--- src/hdl/biu_cfg_pkg.sv ---
// Bus and cache line geometry
// Width constants and the vector types built from them

package biu_cfg_pkg;

    // Byte address and bus word
    localparam int ADDR_WIDTH    = 32;
    localparam int WB_DATA_WIDTH = 16;

    // Line size in bytes
    localparam int DC_LINE_SIZE  = 32;

    // Derived sizes
    localparam int WB_WORD_SIZE   = WB_DATA_WIDTH / 8;
    localparam int LINE_WIDTH     = DC_LINE_SIZE * 8;
    localparam int WORDS_PER_LINE = LINE_WIDTH / WB_DATA_WIDTH;

    // Requester tag
    localparam int TAG_WIDTH     = 4;

    typedef logic [ADDR_WIDTH-1:0]    addr_t;
    typedef logic [WB_DATA_WIDTH-1:0] wb_data_t;
    typedef logic [WB_WORD_SIZE-1:0]  wb_sel_t;
    typedef logic [LINE_WIDTH-1:0]    line_t;
    typedef logic [TAG_WIDTH-1:0]     tag_t;

endpackage

--- src/hdl/biu_msg_pkg.sv ---
// Line request and response records
// Line controller state encoding

package biu_msg_pkg;

    import biu_cfg_pkg::*;

    // One whole-line transfer from the requester
    typedef struct packed {
        tag_t  tag;
        logic  we;
        addr_t addr;    // Line aligned
        line_t wdata;
    } line_req_t;

    // Returned once per request, in request order
    typedef struct packed {
        tag_t  tag;
        logic  we;
        line_t rdata;   // Zero for writes
    } line_rsp_t;

    // Line controller FSM
    typedef enum logic [1:0] {
        CTRL_IDLE  = 2'b00,
        CTRL_ISSUE = 2'b01,
        CTRL_WAIT  = 2'b10
    } ctrl_state_t;

endpackage

--- src/hdl/line_req_fifo.sv ---
// Line request queue
// Circular buffer that hands back one credit per freed entry

`timescale 1ns/1ns

module line_req_fifo #(
    parameter int DEPTH = 4
)(
    input  logic                   i_wb_clk,
    input  logic                   i_wb_rst,
    input  logic                   i_push,
    input  biu_msg_pkg::line_req_t i_req,
    input  logic                   i_pop,
    output logic                   o_valid,
    output biu_msg_pkg::line_req_t o_head,
    output logic                   o_credit
);

    import biu_msg_pkg::*;

    localparam int PTR_W = (DEPTH > 1) ? $clog2(DEPTH) : 1;
    localparam int CNT_W = $clog2(DEPTH + 1);
    localparam logic [PTR_W-1:0] LAST_PTR = PTR_W'(DEPTH - 1);
    localparam logic [CNT_W-1:0] FULL_CNT = CNT_W'(DEPTH);

    line_req_t        mem [DEPTH];
    logic [PTR_W-1:0] wr_ptr;
    logic [PTR_W-1:0] rd_ptr;
    logic [CNT_W-1:0] count;
    logic             do_push;
    logic             do_pop;

    assign do_pop   = i_pop && (count != '0);
    // A full queue still takes a push when the head leaves in the same cycle
    assign do_push  = i_push && ((count != FULL_CNT) || do_pop);

    assign o_valid  = (count != '0);
    assign o_head   = mem[rd_ptr];
    assign o_credit = do_pop;

    // Entry storage
    always_ff @(posedge i_wb_clk) begin
        if (do_push) begin
            mem[wr_ptr] <= i_req;
        end
    end

    // Pointers and occupancy
    always_ff @(posedge i_wb_clk) begin
        if (i_wb_rst) begin
            wr_ptr <= '0;
            rd_ptr <= '0;
            count  <= '0;
        end else begin
            if (do_push) begin
                wr_ptr <= (wr_ptr == LAST_PTR) ? '0 : wr_ptr + 1'b1;
            end
            if (do_pop) begin
                rd_ptr <= (rd_ptr == LAST_PTR) ? '0 : rd_ptr + 1'b1;
            end
            case ({do_push, do_pop})
                2'b10:   count <= count + 1'b1;
                2'b01:   count <= count - 1'b1;
                default: count <= count;
            endcase
        end
    end

endmodule

--- config.mk ---
export PLATFORM = sky130hd
export DESIGN_NAME = line_req_fifo
export DESIGN_NICKNAME = d
export VERILOG_FILES = /design/src/hdl/biu_cfg_pkg.sv /design/src/hdl/biu_msg_pkg.sv /design/src/hdl/line_req_fifo.sv
export SDC_FILE = /design/constraint.sdc
export NUM_CORES = 1
export LEC_CHECK = 0
export ABC_AREA = 1
export BUFFER_PORTS_ARGS = -buffer_cell sky130_fd_sc_hd__buf_2
export CORE_ASPECT_RATIO = 1.2
export CORE_UTILIZATION = 25
export DETAILED_ROUTE_END_ITERATION = 10
export GPL_TIMING_DRIVEN = 0
export HOLD_SLACK_MARGIN = 0.02
export PLACE_DENSITY = 0.4
export RECOVER_POWER = 50
export SLEW_MARGIN = 20
export SYNTH_ARGS = -nofsm -noshare
export SYNTH_HDL_FRONTEND = slang
export SYNTH_SLANG_ARGS = --single-unit
--- constraint.sdc ---
create_clock -name i_wb_clk -period 19.57 [get_ports i_wb_clk]
set_input_delay 1.957 -clock i_wb_clk [delete_from_list [all_inputs] [get_ports i_wb_clk]]
set_output_delay 1.957 -clock i_wb_clk [all_outputs]
set_load 0.1 [all_outputs]
==> results.cfg <==
[critical_path]
crit_arrival_ns = 3.56
crit_slowest_cell = buf_2
ff2ff_path_depth = 13
slowest_delay_ns = 0.56
critPathLaunchType = register
cp_common_cell = buf_2
path_cells = inv_2 > buf_2 > clkbuf_1 > o21ai_1 > o22ai_1 > buf_2
critical_path_class = register to output pin
path_max_fanout = 10
cp.required_ns = 17.61
endpoint_kind = output pin

[synthesis]
synth-simple-area-share_pct = 5.24
synth_area_per_cell_sq_um = 15.1
synth-adder-area-share_pct = 0.189
synthMuxAreaShare_pct = 0
yosys-top-cells-count = 1172 x edfxtp_1, 598 x nor2_1, 342 x o21ai_0
synth_edf_count = 1172
netlist_area_sq_um = 43800
synth_top_area_cell = edfxtp_1
ys_top_cells_by_area = edfxtp_1 80%, nor2_1 5.1%, o22ai_1 4.2%
ys_types = 23
synthFlopType = edfxtp_1
yosys_warnings = 0
syn_inst = 2898
synth_fp_nets = 3201
synth_top_family_by_area = compound AO/OA/AOI/OAI gates
async_flop_share_pct = 0
yosys.cell_count.top_type = edfxtp_1
synth.top_cell.area_share_pct = 80.4
ys_ff_latch = 1181
yosysSeqAreaShare_pct = 80.8
synth_compound_area_share_pct = 11.1
synthXorXnorAreaFrac_pct = 0

[power_and_ir_drop]
peakVddDrop_mv = 0.0944
power_mw = 8.53
pwr-share-seq_pct = 34.8
cellPowerDensity_nw_per_um2 = 155
clkPwrFrac_pct = 29.5
switchingPower_mw = 3.67
p_comb_share_pct = 35.7
power.internal_mw = 4.86
p_leak_nw = 18.2
p_sw_share_pct = 43.0

[sta]
drv_slew = 38
hold-worst-slack_ns = 0.504
slew-limit-headroom_pct = -45.5
rsz0062_at_grt = no
finalCritPeriodShare_pct = 28.2
worst_pin_slew_ns = 2.17
setup_viol = 0
skew_ns = 0.0280
tns_ns = 0
fmax_mhz = 181
timing.final.hold_violations = 0
finalCriticalPeriod_ns = 5.52

[status]
violations = max-capacitance violations, max-slew violations
status = finished, violations left

[floorplanning]
dieArea_sq_um = 177000
initial_utilization_pct = 25.3
io_pins = 592
core_sq_um = 173000
fp.dieW_um = 384
rows = 167
die_h_um = 460

[global_route]
grt_pass1_wl_mm = 198
grt_overflow = 0
grt_max_degree = 22
grt_use_total_pct = 15.6
antenna_found_initial = 55
grt_pass1_vias = 27507

[clock_tree]
clock_sinks = 1181
cts_max_path_buffers = 3
clk_latency_ns = 0.79
numCtsBuffers = 135
htreeDepth = 4
hold_buffers = 0
clk_pin_slew_worst_paths_ns = 0.06
cts-root-buf = clkbuf_16
post_cts_buffers = 0
cts_tree = done
cts.repair.resized = 0

[layout]
nets = 3999
drive_above_1_share_pct = 17.0
syn_to_final_growth_pct = 25.8
utilization_pct = 31.8

[drt]
drt-vias-per-instance = 4.47
vias = 27246
drc = 0
drtIter0Drc = 1590
drt-pass1-iter-count = 5
final_antenna_net_count = 0
wl_per_cell_um = 23.2
routed_wirelength_mm = 142

[placed_design]
io_buffers = 591
gp_congestion = 0.739
dp_hpwl_mm = 96.1

[worst_hold_path]
worstHoldPathType = register to register
hold_path_depth = 2

[flow_run]
maxCapViolations = 2
[routing by layer]
layer	GRT usage, %	routed length, um
met2	24.1	64000
met1	19.5	59700
met3	7.14	14700
met4	4.42	2740
met5	0	499
[cell usage in the layout, fill, tap and decap left out, types with 26 or more instances in the layout]
cell type  netlist  final
o22ai_1        293    293
buf_2           40    337
clkbuf_1        95    430
edfxtp_1      1172   1172
buf_4           26     26
o21ai_1        250    250
o21ai_0        342    343
clkinv_1         0     28
buf_6           32     32
nor2_1         598    598
buf_12           0     38
clkbuf_16        0    136
[cell type report]
type,instances,area (sq um)
fillers,17261,118000
flip-flops and latches,1181,35400
multi-input cells,1506,7210
repair buffers,661,4040
clock buffers,169,3530
well taps,2281,2850
plain buffers,193,1110
clock inverters,78,843
inverters,18,75.1
diodes,10,25.0
[metrics by stage]
step,cells,worst slack (ns),instance area (sq um)
after floorplan,2898,4.42,43800
after global placement,5770,-8.90,49600
after detailed placement,5840,14.41,51300
after CTS,6087,13.75,55600
after global routing,6091,13.68,55000
final,6097,14.05,55100
[logic make-up after synthesis]
family / after synthesis
adder cells (fa/ha/maj): 6
AO/OA/AOI/OAI: 891
buffers and inverters: 211
flip-flops: 1181
AND/OR/NAND/NOR: 609
[critical path: cells and delay by family, from the launching register on]
family | cells | cell delay, ns
AOI/OAI and AO/OA | 2 | 0.51
DFF | 1 | 0.51
buffers and inverters | 4 | 1.75
[registers in the layout, summed over array words and instances, names as in the netlist, named ones only]
register  cells
count         3
mem        1172
rd_ptr        2
wr_ptr        2
[power by group through the flow]
stage / clock, mW / sequential, mW / combinational, mW
floorplan: 0 / 3.09 / 2.29
global placement: 0 / 3.17 / 3.05
detailed placement: 0 / 3.02 / 3.11
CTS: 2.60 / 2.97 / 3.11
global route: 2.68 / 2.98 / 3.19
finish: 2.51 / 2.97 / 3.05
[final timing paths]
check | start | end | slack, ns
worst max-delay path | register | o_head[129] | 14.05
worst min-delay path | rd_ptr[1] | register | 0.50
worst max register to register | count[1] | mem[2][192] | 14.87
worst min register to register | rd_ptr[1] | register | 0.50
Note: power is estimated with default switching activity, not from simulation.
