File: src/hdl/biu_cfg_pkg.sv
// Bus and cache line geometry
// Width constants and the vector types built from them

package biu_cfg_pkg;

    // Byte address and bus word
    localparam int ADDR_WIDTH    = 32;
    localparam int WB_DATA_WIDTH = 16;

    // Line size in bytes
    localparam int DC_LINE_SIZE  = 32;

    // Derived sizes
    localparam int WB_WORD_SIZE   = WB_DATA_WIDTH / 8;
    localparam int LINE_WIDTH     = DC_LINE_SIZE * 8;
    localparam int WORDS_PER_LINE = LINE_WIDTH / WB_DATA_WIDTH;

    // Requester tag
    localparam int TAG_WIDTH     = 4;

    typedef logic [ADDR_WIDTH-1:0]    addr_t;
    typedef logic [WB_DATA_WIDTH-1:0] wb_data_t;
    typedef logic [WB_WORD_SIZE-1:0]  wb_sel_t;
    typedef logic [LINE_WIDTH-1:0]    line_t;
    typedef logic [TAG_WIDTH-1:0]     tag_t;

endpackage

File: src/hdl/biu_msg_pkg.sv
// Line request and response records
// Line controller state encoding

package biu_msg_pkg;

    import biu_cfg_pkg::*;

    // One whole-line transfer from the requester
    typedef struct packed {
        tag_t  tag;
        logic  we;
        addr_t addr;    // Line aligned
        line_t wdata;
    } line_req_t;

    // Returned once per request, in request order
    typedef struct packed {
        tag_t  tag;
        logic  we;
        line_t rdata;   // Zero for writes
    } line_rsp_t;

    // Line controller FSM
    typedef enum logic [1:0] {
        CTRL_IDLE  = 2'b00,
        CTRL_ISSUE = 2'b01,
        CTRL_WAIT  = 2'b10
    } ctrl_state_t;

endpackage

File: src/hdl/ccu_line_ctrl.sv
// Line controller
// Takes queued requests one at a time, runs them through the BIU and returns responses

`timescale 1ns/1ns

module ccu_line_ctrl (
    input  logic                   i_wb_clk,
    input  logic                   i_wb_rst,

    // Request queue
    input  logic                   i_q_valid,
    input  biu_msg_pkg::line_req_t i_q_head,
    output logic                   o_q_pop,

    // Bus interface unit
    output logic                   o_biu_en,
    output logic                   o_biu_we,
    output biu_cfg_pkg::addr_t     o_biu_addr,
    output biu_cfg_pkg::line_t     o_biu_wdata,
    input  logic                   i_biu_done,
    input  biu_cfg_pkg::line_t     i_biu_rdata,

    // Response port
    output logic                   o_rsp_valid,
    output biu_msg_pkg::line_rsp_t o_rsp
);

    import biu_msg_pkg::*;

    ctrl_state_t state_q;
    ctrl_state_t state_d;
    line_req_t   req_q;
    logic        done_first;

    // Done is acted on only once, the BIU holds it until enable falls
    assign done_first  = (state_q == CTRL_ISSUE) && i_biu_done;

    assign o_q_pop     = (state_q == CTRL_IDLE) && i_q_valid;
    assign o_biu_en    = (state_q == CTRL_ISSUE);
    assign o_biu_we    = req_q.we;
    assign o_biu_addr  = req_q.addr;
    assign o_biu_wdata = req_q.wdata;

    always_comb begin
        state_d = state_q;
        case (state_q)
            CTRL_IDLE:  if (i_q_valid)  state_d = CTRL_ISSUE;
            CTRL_ISSUE: if (i_biu_done) state_d = CTRL_WAIT;
            // Wait for the BIU to leave its done state before the next line
            CTRL_WAIT:  if (!i_biu_done) state_d = CTRL_IDLE;
            default:    state_d = CTRL_IDLE;
        endcase
    end

    always_ff @(posedge i_wb_clk) begin
        if (i_wb_rst) begin
            state_q     <= CTRL_IDLE;
            o_rsp_valid <= 1'b0;
        end else begin
            state_q     <= state_d;
            o_rsp_valid <= done_first;
        end
    end

    // Request held for the whole transfer
    always_ff @(posedge i_wb_clk) begin
        if (o_q_pop) begin
            req_q <= i_q_head;
        end
    end

    // Response payload
    always_ff @(posedge i_wb_clk) begin
        if (done_first) begin
            o_rsp.tag   <= req_q.tag;
            o_rsp.we    <= req_q.we;
            o_rsp.rdata <= req_q.we ? '0 : i_biu_rdata;
        end
    end

endmodule

File: config.mk
export PLATFORM = sky130hd
export DESIGN_NAME = ccu_line_ctrl
export DESIGN_NICKNAME = d
export VERILOG_FILES = /design/src/hdl/biu_cfg_pkg.sv /design/src/hdl/biu_msg_pkg.sv /design/src/hdl/ccu_line_ctrl.sv
export SDC_FILE = /design/constraint.sdc
export NUM_CORES = 1
export LEC_CHECK = 0
export BUFFER_PORTS_ARGS = -buffer_cell sky130_fd_sc_hd__buf_2
export CORE_AREA = 4 4 428 430
export DETAILED_ROUTE_END_ITERATION = 8
export DIE_AREA = 0 0 432 434
export PLACE_DENSITY_LB_ADDON = 0.1
export SLEW_MARGIN = 40
export SYNTH_ARGS = -nofsm -noshare
export SYNTH_HDL_FRONTEND = slang
export SYNTH_SLANG_ARGS = --single-unit
File: constraint.sdc
create_clock -name i_wb_clk -period 79.5 [get_ports i_wb_clk]
set_input_delay 15.9 -clock i_wb_clk [delete_from_list [all_inputs] [get_ports i_wb_clk]]
set_output_delay 15.9 -clock i_wb_clk [all_outputs]
set_load 0.03 [all_outputs]
==> reports/summary.log <==
[place] half-perimeter wire length of the detailed placement result 65500 um
[floorplan] Initial Utilization 11.5%
[flow_run] max-capacitance violation count 0
[clock_tree] Post-CTS Setup Bufs 0
[setup_path] type of element launching the critical path input pin
[timing] Slew @ Worst Pin 0.704 ns
[setup_path] type of the worst setup path in2out
[synthesis] Synth warnings 0
[floorplan] I/O Pins 1106
[place] number of input and output port buffers inserted 1105
[synthesis] synthesized netlist cell count 1138
[synthesis] post-synthesis sequential area ratio 80.8%
[setup_path] launch point of the worst reg-to-reg path state_q[0]$_SDFFE_PP0P_
[timing] period utilization 41.5%
[setup_path] arrival time at the worst endpoint 17.12 ns
[setup_path] launching element of the worst setup path i_q_valid
[final_layout] layout net count 2572
[timing] worst slew slack as a fraction of its limit 53.1%
[synthesis] synthesized flop and latch total 557
[clock_tree] clock sink total 557
[synthesis] Cell Area, Synth 20700 um^2
[synthesis] post-synthesis average cell area 18.2 um^2
[timing] total of endpoints with negative setup slack in the final report 0
[clock_tree] Worst-Skew Late Latency 0.67 ns
[timing] post-layout minimum cycle time 33.02 ns
[synthesis] share of the synthesized area in the top cell type 80.5%
[clock_tree] buffer type at the clock tree root clkbuf_16
[clock_tree] number of buffers on the longest clock path 3
[grt] maximum number of pins on one net before global-route repair 166
[min_path] worst hold path startpoint req_q[290]$_DFFE_PP_
[clock_tree] TritonCTS clock tree built
[clock_tree] clock transition time at the flip-flop clock pins of the worst setup and hold paths 0.06 ns
[outcome] result of the run complete, no violations
[grt] wire length of the first global-routing pass 108000 um
[power_and_ir_drop] Final Total Pwr 0.774 mW
[floorplan] total die area 187000 um^2
[synthesis] most used flip-flop cell after synthesis edfxtp_1
[setup_path] Crit path required time 63.60 ns
[route] Wirelength per Cell 18.7 um
[grt] via count of the first global-routing pass 13400
[timing] setup tns final 0 ns
[place] placer's final routability congestion estimate 0.760
[place] instance area after placement 27000 um^2
[route] total vias in the final route 12300
[floorplan] standard-cell row count 156
[final_layout] final design utilization 16.5%
[synthesis] EDFF count, synth 554
[floorplan] Std-Cell Core Area 180000 um^2
[setup_path] largest driver fanout on the critical path 33
[power_and_ir_drop] worst-case vdd ir drop 0.0000138 V
[route] ratio of routed vias to standard cells 2.76
[clock_tree] CTS H-tree depth 3
[route] sum of routed wire length over all layers 83500 um
[setup_path] nature of the critical path endpoint output pin
[synthesis] async set-reset flop share out of synthesis 0%
[timing] Max Fclk 30.3 MHz
[final_layout] number of fillers in the final layout 20000
[timing] RSZ-0062 raised after global routing false
[clock_tree] number of hold buffers added after CTS 0
[min_path] class of the tightest hold or removal check reg2reg
[timing] Clock Skew 0.0181 ns
[synthesis] most area-consuming cells after synthesis edfxtp_1 81%, buf_4 10%, nor2b_1 7.8%
[synthesis] most frequent cells after synthesis 554 x edfxtp_1, 288 x buf_4, 257 x nor2b_1
[final_layout] final cell area excluding filler cells 29600 um^2
[clock_tree] number of buffers added by the clock tree synthesis step 78
[grt] Tot GR Track Use 8.34%
[route] first drt pass iteration count 4
[final_layout] share of layout cells above drive strength 1 59.0%
[power_and_ir_drop] power density relative to cell area 26.1 nW/um^2
[route] Post-DRT Antenna Nets 0
[grt] number of antenna violations at the first check in global routing 48
[timing] final hold viol count 0
[grt] grt total ovfl 0
[timing] max-slew violation count 0
[route] count of unresolved DRC violations after routing 0
[final_layout] area grow syn2layout 43.3%
[synthesis] cell taking the most area after synthesis edfxtp_1
[synthesis] most common cell in the synthesized netlist edfxtp_1
[route] drt first-iter violations 353
[power_and_ir_drop] Leakage Power 11.5 nW
[synthesis] post-synth net total 1691
[floorplan] die height 434 um
[clock_tree] number of gates given a new drive strength after cts 0
[floorplan] die boundary width 432 um
[synthesis] distinct cell type count of the synthesized netlist 12
## cells in the final DEF (no fill, tap or decap), drive strengths merged
cell type	netlist	final
a211oi	1	1
and2	1	1
and3b	1	1
buf	314	1117
bufinv	0	7
clkbuf	2	100
clkinv	0	23
clkinvlp	0	3
dfxtp	3	3
diode	0	17
edfxtp	554	554
inv	0	4
nand2b	2	2
nor2b	257	257
nor3b	2	2
xnor2	1	1
## report_power, final
group	total [mW]	switching [mW]	internal (mW)	leakage [nW]
sequential	0.347	0.00399	0.343	5.26
clock	0.347	0.139	0.208	1.21
combinational	0.0801	0.0563	0.0238	5.05
total	0.774	0.199	0.575	11.5
## metal layers
metal	GRT usage, %	vias to the layer above	share of wire [%]
li1	-	5524	-
met1	7.32	5939	31
met5	0	-	0.30
met3	4.61	157	12
met4	3.89	34	3.3
met2	15.4	683	54
## per-stage QoR
step	instances	hold slack [ns]	setup WS, ns
floorplan	1138	0.400	26.26
global placement	4305	0.401	46.38
detailed placement	4307	0.405	46.41
CTS	4444	0.414	46.41
global route	4451	0.421	46.40
finish	4463	0.418	46.48
## state kept, by name (all words and copies together) (netlist names)
name and cells:
o_biu_we 1, o_rsp_valid 1, state_q 2, req_q 4
o_biu_addr 32, o_biu_wdata 256, o_rsp 261
## area by class of cell
| type | count | area, um^2 | area share, % |
|---|---|---|---|
| clock buffer | 100 | 2090 | 7.04 |
| multi-input combinational | 265 | 1670 | 5.65 |
| clock inverter | 37 | 412 | 1.39 |
| tap | 2370 | 2970 | 10.0 |
| sequential | 557 | 16700 | 56.4 |
| timing repair buffer | 1117 | 5740 | 19.4 |
| antenna | 17 | 42.5 | 0.144 |
## cells by family (layout without fill, tap and decap cells)
family / Yosys count / after routing / synth area share [%]
AND/OR/NAND/NOR: 263 / 263 / 7.99
flip-flops: 557 / 557 / 80.8
AO/OA/AOI/OAI: 1 / 1 / 0.0363
buffers and inverters: 316 / 1254 / 11.1
XOR/XNOR: 1 / 1 / 0.0424
other: 0 / 17 / 0
## worst paths after layout
kind | to | slack [ns] | depth (start not counted)
hold reg to reg | o_rsp[258]$_DFFE_PP_ | 0.42 | 0
setup / recovery | o_q_pop | 46.48 | 4
setup reg to reg | o_biu_wdata[146]$_DFFE_PP_ | 75.79 | 6
hold / removal | o_rsp[258]$_DFFE_PP_ | 0.42 | 0
## critical path: stages
cell     delay (ns)
buf_2          0.08
nor3b_2        0.20
buf_4          0.55
buf_2          0.33
Power figures use the tool's default switching activity.
