==> config.mk <==
export PLATFORM = sky130hd
export DESIGN_NAME = wb_biu
export DESIGN_NICKNAME = d
export VERILOG_FILES = /design/src/hdl/biu_cfg_pkg.sv /design/src/hdl/wb_biu.sv
export SDC_FILE = /design/constraint.sdc
export NUM_CORES = 1
export LEC_CHECK = 0
export BUFFER_PORTS_ARGS = -buffer_cell sky130_fd_sc_hd__buf_2
export CORE_AREA = 2 2 238 240
export DETAILED_ROUTE_END_ITERATION = 16
export DIE_AREA = 0 0 240 242
export SLEW_MARGIN = 25
export SYNTH_ARGS = -nofsm -noshare
export SYNTH_HDL_FRONTEND = slang
export SYNTH_SLANG_ARGS = --single-unit
==> constraint.sdc <==
create_clock -name i_wb_clk -period 4.8 [get_ports i_wb_clk]
set_clock_uncertainty 0.15 [all_clocks]
set_input_delay 0.72 -clock i_wb_clk [delete_from_list [all_inputs] [get_ports i_wb_clk]]
set_output_delay 0.72 -clock i_wb_clk [all_outputs]
set_load 0.01 [all_outputs]
==> src/hdl/biu_cfg_pkg.sv <==
// Bus and cache line geometry
// Width constants and the vector types built from them

package biu_cfg_pkg;

    // Byte address and bus word
    localparam int ADDR_WIDTH    = 32;
    localparam int WB_DATA_WIDTH = 16;

    // Line size in bytes
    localparam int DC_LINE_SIZE  = 32;

    // Derived sizes
    localparam int WB_WORD_SIZE   = WB_DATA_WIDTH / 8;
    localparam int LINE_WIDTH     = DC_LINE_SIZE * 8;
    localparam int WORDS_PER_LINE = LINE_WIDTH / WB_DATA_WIDTH;

    // Requester tag
    localparam int TAG_WIDTH     = 4;

    typedef logic [ADDR_WIDTH-1:0]    addr_t;
    typedef logic [WB_DATA_WIDTH-1:0] wb_data_t;
    typedef logic [WB_WORD_SIZE-1:0]  wb_sel_t;
    typedef logic [LINE_WIDTH-1:0]    line_t;
    typedef logic [TAG_WIDTH-1:0]     tag_t;

endpackage

==> src/hdl/wb_biu.sv <==
// Wishbone bus interface unit
// Moves one cache line as a burst of pipelined bus words

`timescale 1ns/1ns

module wb_biu #(
    parameter int  ADDR_WIDTH    = biu_cfg_pkg::ADDR_WIDTH,
    parameter int  WB_DATA_WIDTH = biu_cfg_pkg::WB_DATA_WIDTH,
    parameter int  DC_LINE_SIZE  = biu_cfg_pkg::DC_LINE_SIZE,

    localparam int WB_WORD_SIZE  = WB_DATA_WIDTH / 8,
    localparam int LINE_WIDTH    = DC_LINE_SIZE * 8
)(
    // Wishbone master side
    input  logic                     i_wb_clk,
    input  logic                     i_wb_rst,
    input  logic                     i_wb_ack,
    input  logic                     i_wb_stall,
    input  logic [WB_DATA_WIDTH-1:0] i_wb_data,
    output logic                     o_wb_cyc,
    output logic                     o_wb_stb,
    output logic                     o_wb_we,
    output logic [WB_WORD_SIZE-1:0]  o_wb_sel,
    output logic [ADDR_WIDTH-1:0]    o_wb_addr,
    output logic [WB_DATA_WIDTH-1:0] o_wb_data,

    // Line controller side
    input  logic                     i_biu_en,
    input  logic                     i_biu_we,
    input  logic [ADDR_WIDTH-1:0]    i_biu_addr,
    input  logic [LINE_WIDTH-1:0]    i_biu_data,
    output logic [LINE_WIDTH-1:0]    o_biu_data,
    output logic                     o_biu_busy,
    output logic                     o_biu_done
);

    localparam int WORDS = LINE_WIDTH / WB_DATA_WIDTH;
    localparam int IDX_W = (WORDS > 1) ? $clog2(WORDS) : 1;
    localparam logic [IDX_W-1:0] LAST_IDX = IDX_W'(WORDS - 1);

    typedef enum logic [1:0] {
        BIU_IDLE = 2'b00,
        BIU_REQ  = 2'b01,
        BIU_ACK  = 2'b10,
        BIU_DONE = 2'b11
    } biu_state_t;

    biu_state_t            state_q;
    biu_state_t            state_d;
    logic [IDX_W-1:0]      req_idx;
    logic [IDX_W-1:0]      ack_idx;
    logic [LINE_WIDTH-1:0] rdata_q;
    logic                  active;
    logic                  issue;
    logic                  ack_seen;

    assign active   = (state_q == BIU_REQ) || (state_q == BIU_ACK);
    // A strobe counts only on a cycle without stall
    assign issue    = (state_q == BIU_REQ) && !i_wb_stall;
    assign ack_seen = active && i_wb_ack;

    assign o_wb_cyc   = active;
    assign o_wb_stb   = (state_q == BIU_REQ);
    assign o_wb_we    = i_biu_we;
    assign o_wb_sel   = '1;
    assign o_wb_addr  = i_biu_addr + ADDR_WIDTH'(req_idx) * ADDR_WIDTH'(WB_WORD_SIZE);
    assign o_wb_data  = i_biu_data[req_idx*WB_DATA_WIDTH +: WB_DATA_WIDTH];

    assign o_biu_data = rdata_q;
    assign o_biu_busy = active;
    assign o_biu_done = (state_q == BIU_DONE);

    always_comb begin
        state_d = state_q;
        case (state_q)
            BIU_IDLE: if (i_biu_en) state_d = BIU_REQ;
            BIU_REQ:  if (issue && (req_idx == LAST_IDX)) state_d = BIU_ACK;
            BIU_ACK:  if (ack_seen && (ack_idx == LAST_IDX)) state_d = BIU_DONE;
            BIU_DONE: if (!i_biu_en) state_d = BIU_IDLE;
            default:  state_d = BIU_IDLE;
        endcase
    end

    always_ff @(posedge i_wb_clk) begin
        if (i_wb_rst) begin
            state_q <= BIU_IDLE;
        end else begin
            state_q <= state_d;
        end
    end

    // Issued and acked words are tracked apart, so several stay in flight
    always_ff @(posedge i_wb_clk) begin
        if (i_wb_rst || (state_q == BIU_IDLE)) begin
            req_idx <= '0;
            ack_idx <= '0;
        end else begin
            if (issue) begin
                req_idx <= req_idx + 1'b1;
            end
            if (ack_seen) begin
                ack_idx <= ack_idx + 1'b1;
            end
        end
    end

    // Acked read words land in their slot of the line
    always_ff @(posedge i_wb_clk) begin
        if (ack_seen && !i_biu_we) begin
            rdata_q[ack_idx*WB_DATA_WIDTH +: WB_DATA_WIDTH] <= i_wb_data;
        end
    end

endmodule

==> results of run 1 <==
## Yosys cell counts, drive strengths merged, types with 3 or more instances
cell and count:
mux4 64, or3 5, ha 12, nor3b 4, nor3 3, buf 50
o21ai 4, nand3 12, a21oi 24, dfxtp 10, mux2i 17, xnor2 27
a211oi 18, nor2 218, nand2 63, and4 6, nor4 4, xor2 7
nor2b 20, clkbuf 16, and2 68, and3 9, inv 7, nand4 13
edfxtp 256
## power by group
part           switching (mW)  internal, mW  leakage [nW]
logic                   0.462         0.358          3.30
registers              0.0290          2.56          1.90
clock network           0.921          1.26         0.440
## worst max-delay path by stage
stage	endpoint	slack, ns	cells after the start
floorplan	o_biu_data[0]	1.02	7
global placement	o_wb_addr[28]	1.22	7
detailed placement	o_wb_addr[24]	1.16	7
CTS	o_wb_addr[24]	0.56	6
global route	o_wb_addr[17]	0.64	7
finish	o_wb_data[11]	0.85	5
## sequential cells by signal (all words and copies together) (netlist names)
register / cells
o_biu_data: 256
state_q: 2
ack_idx: 4
req_idx: 4
## metal layers
layer	GRT usage	vias up	share of wire
li1	-	4690	-
met5	0	-	0
met2	0.346	615	0.53
met1	0.193	5231	0.34
met4	0.115	0	0.066
met3	0.0269	120	0.065
## final cells by class
class / instances / area share
tap: 756 / 0.0536
multi-input combinational: 615 / 0.259
sequential: 266 / 0.447
inverter: 7 / 0.00149
timing repair buffer: 641 / 0.187
clock buffer: 30 / 0.0389
antenna: 9 / 0.00128
clock inverter: 17 / 0.0122
## cell families after synthesis
kind of cell / count (synthesis) / synth area share
compound gates: 53 / 0.0267
xor+xnor: 34 / 0.0234
fa+ha+maj: 13 / 0.0134
buf+inv: 73 / 0.0306
flops: 266 / 0.619
mux: 81 / 0.126
other cells: 1 / 0.000294
simple gates: 432 / 0.160
## per-stage QoR
step	hold WS (ns)	instance area (um^2)
floorplan	0.355	12700
finish	0.207	17700
detailed placement	0.406	16700
global placement	0.387	16700
CTS	0.176	17600
global route	0.194	17600
## worst max-delay path: stages (launching register included)
cell	delay, ns
sky130_fd_sc_hd__dfxtp_4	0.69
sky130_fd_sc_hd__buf_12	0.28
sky130_fd_sc_hd__mux4_2	0.52
sky130_fd_sc_hd__mux2i_1	0.54
sky130_fd_sc_hd__a21oi_1	0.24
sky130_fd_sc_hd__buf_2	0.22
==> out/qor_table.md, run 1 <==
| Group | Metric | Reported |
| --- | --- | --- |
| power and ir drop | Worst VDD drop | 181 uV |
| detailed routing | DR vias | 10700 |
| synthesis | Number of enable-type register cells in the synthesized netlist | 256 |
| worst hold path | Hold Path Stages | 2 |
| detailed routing | Count of antenna-violating nets left after detailed routing | 0 |
| critical path | Maximum fanout encountered on the critical timing path | 26 |
| detailed routing | Total detailed-routing wirelength | 56000 um |
| placed design | DPL Wire Length | 44100 um |
| worst hold path | HP Class | in -> reg |
| cells and area | FF+latch area | 7900 um^2 |
| worst hold path | Hold Crit Endpoint | state_q[1] |
| cells and area | Filler cell count in the final layout | 5714 |
| placed design | Worst setup timing slack at the placement stage | 1.16 ns |
| cells and area | Fin util | 0.317 |
| synthesis | Yosys top cell by area | sky130_fd_sc_hd__edfxtp_1 |
| clocking | Root Buffer | sky130_fd_sc_hd__clkbuf_16 |
| die | # rows | 87 |
| die | Chip Width | 240 um |
| critical path | Slack of the worst reg-to-reg path | 1.53 ns |
| sta | Worst slew slack as a fraction of its limit | 0.327 |
| critical path | Data arrival time of the critical path | 3.08 ns |
| critical path | Worst reg2reg path startpoint | ack_idx[0] |
| grt | GRT Util Overall | 0.185 |
| cells and area | Most frequent standard cell in the layout excluding fill and tap cells | sky130_fd_sc_hd__buf_2 |
| sta | Minimum clock period | 3.95 ns |
| die | Height of the die | 242 um |
| sta | Setup total negative slack | 0 ns |
| grt | Largest net degree at the start of global routing | 50 |
| clocking | Number of setup buffers added after CTS | 0 |
| synthesis | Top cell type's share of synthesized area | 0.603 |
| critical path | Required @ worst endpoint | 3.93 ns |
| clocking | H-tree depth reported by CTS | 1 |
| cells and area | Top library cells by usage in the layout, fill and taps aside | sky130_fd_sc_hd__buf_2 (616), sky130_fd_sc_hd__edfxtp_1 (256), sky130_fd_sc_hd__nor2_1 (209) |
| cells and area | Number of nets at the end of the flow | 1881 |
| sta | Fin worst setup slack | 0.852 ns |
| critical path | End of the worst register-to-register path | o_biu_data[15] |
| clocking | Number of sinks driven by the clock tree | 266 |
| sta | Final Hold Vio Count | 0 |
| cells and area | Cell Count, Final, Fillers Out | 2341 |
| clocking | CTS tree | built |
| detailed routing | Detail-routed via count per cell | 4.55 |
| job | Max-cap viol count | 0 |
| clocking | Total of cells resized after clock tree synthesis | 0 |
| critical path | Reg2Reg Depth | 6 |
| cells and area | Area growth from synthesis to layout | 38.5% |
| synthesis | Main flop type after synthesis | sky130_fd_sc_hd__edfxtp_1 |
| synthesis | Cell count after synthesis | 953 |
| power and ir drop | PnR Total Power | 5.58 mW |
| clocking | Clock insertion delay at the later pin of the skew report | 0.56 ns |
| synthesis | Dominant cells by area after synthesis | sky130_fd_sc_hd__edfxtp_1 (60%), sky130_fd_sc_hd__mux4_2 (11%), sky130_fd_sc_hd__nor2_1 (6.3%) |
| clocking | Clock buffer depth | 3 |
| critical path | Endpoint type of the worst setup path | output pin |
| cells and area | Area occupied by multi-input gates | 4560 um^2 |
| die | Die Footprint | 58100 um^2 |
| grt | Overall overflow remaining after global route | 0 |
| sta | Worst Max-Slew Pin Slew | 1.01 ns |
| placed design | Placed cell count | 2285 |
| sta | RSZ-0062 raised after global routing | no |
| clocking | Total CTS buffers | 27 |
| grt | First-pass GRT wire length | 76400 um |
| placed design | Number of port buffers | 616 |
| critical path | Kind of start point of the critical path | register |
| sta | Fmax | 0.253 GHz |
| detailed routing | DRC Markers | 0 |
| detailed routing | Number of optimization iterations in the first detailed-route pass | 5 |
| synthesis | Post-synthesis instance area | 12700 um^2 |
| clocking | Hold buffer count at CTS | 0 |
| worst hold path | Launch point of the worst hold path | i_wb_rst |
| outcome | Outcome | finished clean |
| grt | Via count of the first global-routing pass | 10700 |
| synthesis | Number of distinct standard cells referenced by the synthesized netlist | 49 |
| die | Initial cell density of the core | 0.229 |
| critical path | Critical path launch point | req_idx[0] |
| die | Number of primary I/O pins | 621 |
| detailed routing | DRC marker count from the first detailed-route iteration | 605 |
| sta | Final slew viol count | 0 |
| synthesis | Fraction of the yosys area taken by sequential cells | 0.619 |
| cells and area | Fraction of final layout cells sized beyond drive strength 1 | 0.491 |
| critical path | Kind of critical path | reg -> out |
| detailed routing | Average wire per cell in the routed design | 23.9 um |
| power and ir drop | Power Density | 316 nW/um^2 |
| clocking | Clock transition at the registers of the reported paths | 0.07 ns |
| sta | Period utilization | 0.822 |
| synthesis | Yosys warns | 0 |
| synthesis | Mean Syn Cell Area | 13.4 um^2 |
| synthesis | Seq cells post-synth | 266 |
| die | Core region area | 55700 um^2 |
| sta | Final number of setup-violating endpoints | 0 |
| power and ir drop | Static Leakage | 5.64 nW |
| synthesis | Share of async-settable or async-resettable flops after synthesis | 0 |
| placed design | Routability Congestion | 0.977 |
| grt | Antenna violations before repair | 19 |
No activity file was read; power rests on OpenSTA's default activity.
==> run 2, diff against run 1 <==
ABC_AREA = 1   (was unset)
CORE_AREA = 2 2 242 244   (was 2 2 238 240)
DIE_AREA = 0 0 244 246   (was 0 0 240 242)
clock period = 3.9 ns   (was 4.8 ns; I/O delays follow)
==> run 2 against run 1 <==
  * Combinational power increased to 2.5 times the previous value
  * Sequential power increased by 25%
  * Total power increased by 44%
  * Final cell count increased by 30%
  * Global-route usage increased by 2.0 points
  * Routed wire length increased by 16%
  * Sequential share of layout area decreased by 3.8 points
  * Critical endpoint is now o_wb_data[2]
  * Largest power group unchanged
  * Highest routed layer unchanged
==> out/qor_table.md, run 2 <==
| Group | Metric | Reported |
| --- | --- | --- |
| detailed routing | DRC Markers | 0 |
| critical path | Data arrival time of the critical path | 2.86 ns |
| synthesis | Top cells by count, synth | sky130_fd_sc_hd__nor2_1 (495), sky130_fd_sc_hd__nand2_1 (259), sky130_fd_sc_hd__edfxtp_1 (256), sky130_fd_sc_hd__o21ai_0 (128), sky130_fd_sc_hd__inv_1 (103) |
| detailed routing | Detail-routed via count per cell | 4.66 |
| synthesis | Post-synthesis instance area | 14600 um^2 |
| sta | Period utilization | 0.923 |
| critical path | Endpoint type of the worst setup path | output pin |
| clocking | Number of sinks driven by the clock tree | 266 |
| die | Die Footprint | 60000 um^2 |
| clocking | CTS tree | built |
| synthesis | Number of enable-type register cells in the synthesized netlist | 256 |
| critical path | Kind of start point of the critical path | register |
| critical path | Required @ worst endpoint | 3.16 ns |
| die | Core region area | 57400 um^2 |
| cells and area | Number of flip-flops in the largest register | 256 |
| detailed routing | Average wire per cell in the routed design | 21.2 um |
| cells and area | Most frequent standard cell in the layout excluding fill and tap cells | sky130_fd_sc_hd__buf_2 |
| cells and area | Number of nets at the end of the flow | 2582 |
| grt | Overall overflow remaining after global route | 0 |
| clocking | Number of setup buffers added after CTS | 0 |
| power and ir drop | PnR Total Power | 8.03 mW |
| grt | GRT Util Overall | 0.205 |
| clocking | Clock buffer depth | 3 |
| synthesis | Top cell type's share of synthesized area | 0.526 |
| clocking | Total CTS buffers | 28 |
| placed design | Routability Congestion | 0.923 |
| worst hold path | HP Class | in -> reg |
| die | Initial cell density of the core | 0.255 |
| clocking | Hold buffer count at CTS | 0 |
| die | Height of the die | 246 um |
| sta | Fin worst setup slack | 0.302 ns |
| sta | Worst hold margin | 0.157 ns |
| sta | Final slew viol count | 0 |
| detailed routing | Count of antenna-violating nets left after detailed routing | 0 |
| cells and area | Cell Count, Final, Fillers Out | 3049 |
| detailed routing | DR vias | 14200 |
| cells and area | Fraction of final layout cells sized beyond drive strength 1 | 0.340 |
| sta | Fmax | 0.278 GHz |
| sta | Final number of setup-violating endpoints | 0 |
| synthesis | Number of distinct standard cells referenced by the synthesized netlist | 40 |
| sta | Worst Max-Slew Pin Slew | 0.825 ns |
| die | Number of primary I/O pins | 621 |
| sta | RSZ-0062 raised after global routing | no |
| sta | Minimum clock period | 3.60 ns |
| grt | Largest net degree at the start of global routing | 114 |
| cells and area | Filler cell count in the final layout | 6118 |
| critical path | Maximum fanout encountered on the critical timing path | 54 |
| placed design | DPL Wire Length | 52800 um |
| grt | Via count of the first global-routing pass | 13700 |
| synthesis | Fraction of the yosys area taken by sequential cells | 0.540 |
| job | Max-cap viol count | 0 |
| die | Chip Width | 244 um |
| placed design | Worst setup timing slack at the placement stage | 0.854 ns |
| synthesis | Share of async-settable or async-resettable flops after synthesis | 0 |
| clocking | Clock insertion delay at the later pin of the skew report | 0.57 ns |
| detailed routing | Total detailed-routing wirelength | 64800 um |
| clocking | Total of cells resized after clock tree synthesis | 0 |
| outcome | Outcome | finished clean |
| clocking | H-tree depth reported by CTS | 1 |
| cells and area | Area growth from synthesis to layout | 32.2% |
| cells and area | Top library cells by usage in the layout, fill and taps aside | sky130_fd_sc_hd__buf_2 (616), sky130_fd_sc_hd__nor2_1 (493), sky130_fd_sc_hd__nand2_1 (259) |
| power and ir drop | Static Leakage | 8.62 nW |
| critical path | Kind of critical path | reg -> out |
| detailed routing | Number of optimization iterations in the first detailed-route pass | 5 |
| power and ir drop | Worst VDD drop | 309 uV |
| detailed routing | DRC marker count from the first detailed-route iteration | 1128 |
| grt | First-pass GRT wire length | 89900 um |
| placed design | Number of port buffers | 616 |
| sta | Worst slew slack as a fraction of its limit | 0.448 |
| sta | Final Hold Vio Count | 0 |
| synthesis | Seq cells post-synth | 266 |
| synthesis | Main flop type after synthesis | sky130_fd_sc_hd__edfxtp_1 |
| clocking | Root Buffer | sky130_fd_sc_hd__clkbuf_16 |
| grt | Antenna violations before repair | 13 |
| synthesis | Cell count after synthesis | 1680 |
| power and ir drop | Power Density | 416 nW/um^2 |
| clocking | Clock transition at the registers of the reported paths | 0.07 ns |
| placed design | Placed cell count | 2994 |
| synthesis | Dominant cells by area after synthesis | sky130_fd_sc_hd__edfxtp_1 (53%), sky130_fd_sc_hd__nor2_1 (13%), sky130_fd_sc_hd__nand2_1 (6.7%) |
| synthesis | Mean Syn Cell Area | 8.69 um^2 |
| sta | Setup total negative slack | 0 ns |
| synthesis | Dominant cell by count in the synthesized netlist | sky130_fd_sc_hd__nor2_1 |
| synthesis | Yosys warns | 0 |
| die | # rows | 88 |
| synthesis | Yosys top cell by area | sky130_fd_sc_hd__edfxtp_1 |
run 2: cell count changes in the layout (fill, tap and decap cells not counted), sizes merged, moves of 18 or more:
cell,delta
nand4,+21
nand2,+200
inv,+104
and2,-60
mux4,-64
nor3,+62
nor2,+322
a211oi,-18
xnor2,-25
o21ai,+129
nand3,+69
nor2b,-20
run 2: critical path, cell delays in order, from the launching register on:
cell and delay [ns]:
sky130_fd_sc_hd__dfxtp_4 0.49, sky130_fd_sc_hd__clkinv_2 0.56, sky130_fd_sc_hd__buf_4 0.45, sky130_fd_sc_hd__o21ai_0 0.32, sky130_fd_sc_hd__nand2_1 0.08, sky130_fd_sc_hd__nand2_1 0.08, sky130_fd_sc_hd__nand2_1 0.05, sky130_fd_sc_hd__inv_1 0.05
sky130_fd_sc_hd__nand2_1 0.06, sky130_fd_sc_hd__buf_2 0.15
run 2: path summary, 6_finish.rpt:
kind	from	end	slack, ns	cells past startpoint
worst max-delay path	req_idx[0]	o_wb_data[2]	0.30	9
worst min-delay path	i_wb_rst	state_q[0]	0.16	4
worst max register to register	ack_idx[0]	o_biu_data[12]	0.89	8
worst min register to register	ack_idx[3]	ack_idx[3]	0.39	2
run 2: cells by family (layout without fill, tap and decap cells):
kind of cell,after synthesis,count (layout),synth area share
simple gates,1006,1006,0.312
other cells,1,9,0.000257
compound gates,159,159,0.0574
buf+inv,223,819,0.0719
xor+xnor,12,12,0.00720
fa+ha+maj,13,13,0.0116
flops,266,266,0.540
run 2: area by class of cell:
| cell class | count | area, um^2 | share of cell area |
|---|---|---|---|
| Antenna cell | 7 | 17.5 | 0.000907 |
| Inverter | 116 | 442 | 0.0229 |
| Tap cell | 765 | 957 | 0.0496 |
| Clock buffer | 33 | 719 | 0.0373 |
| Timing Repair Buffer | 655 | 3400 | 0.176 |
| Clock inverter | 15 | 198 | 0.0102 |
| Sequential cell | 266 | 7900 | 0.409 |
| Multi-Input combinational cell | 1192 | 5680 | 0.294 |
run 2: through the flow:
stage           util  area [um^2]
2_1_floorplan      -        14600
3_3_place_gp   0.320        18400
3_5_place_dp   0.320        18400
4_1_cts        0.336        19300
5_1_grt        0.337        19300
6_report       0.337        19300
run 2: layer usage:
metal | global-route usage | part of all wire | vias up
met2 | 0.402 | 0.54 | 713
met3 | 0.0283 | 0.068 | 126
met5 | 0 | 0 | -
met4 | 0.102 | 0.055 | 0
met1 | 0.211 | 0.33 | 6649
li1 | - | - | 6709
run 2: where the power goes:
| part | total [mW] | leakage [nW] | switching, mW | internal [mW] |
|---|---|---|---|---|
| registers | 3.23 | 2.83 | 0.0450 | 3.18 |
| clock network | 2.71 | 0.436 | 1.13 | 1.58 |
| logic | 2.09 | 5.36 | 1.52 | 0.569 |
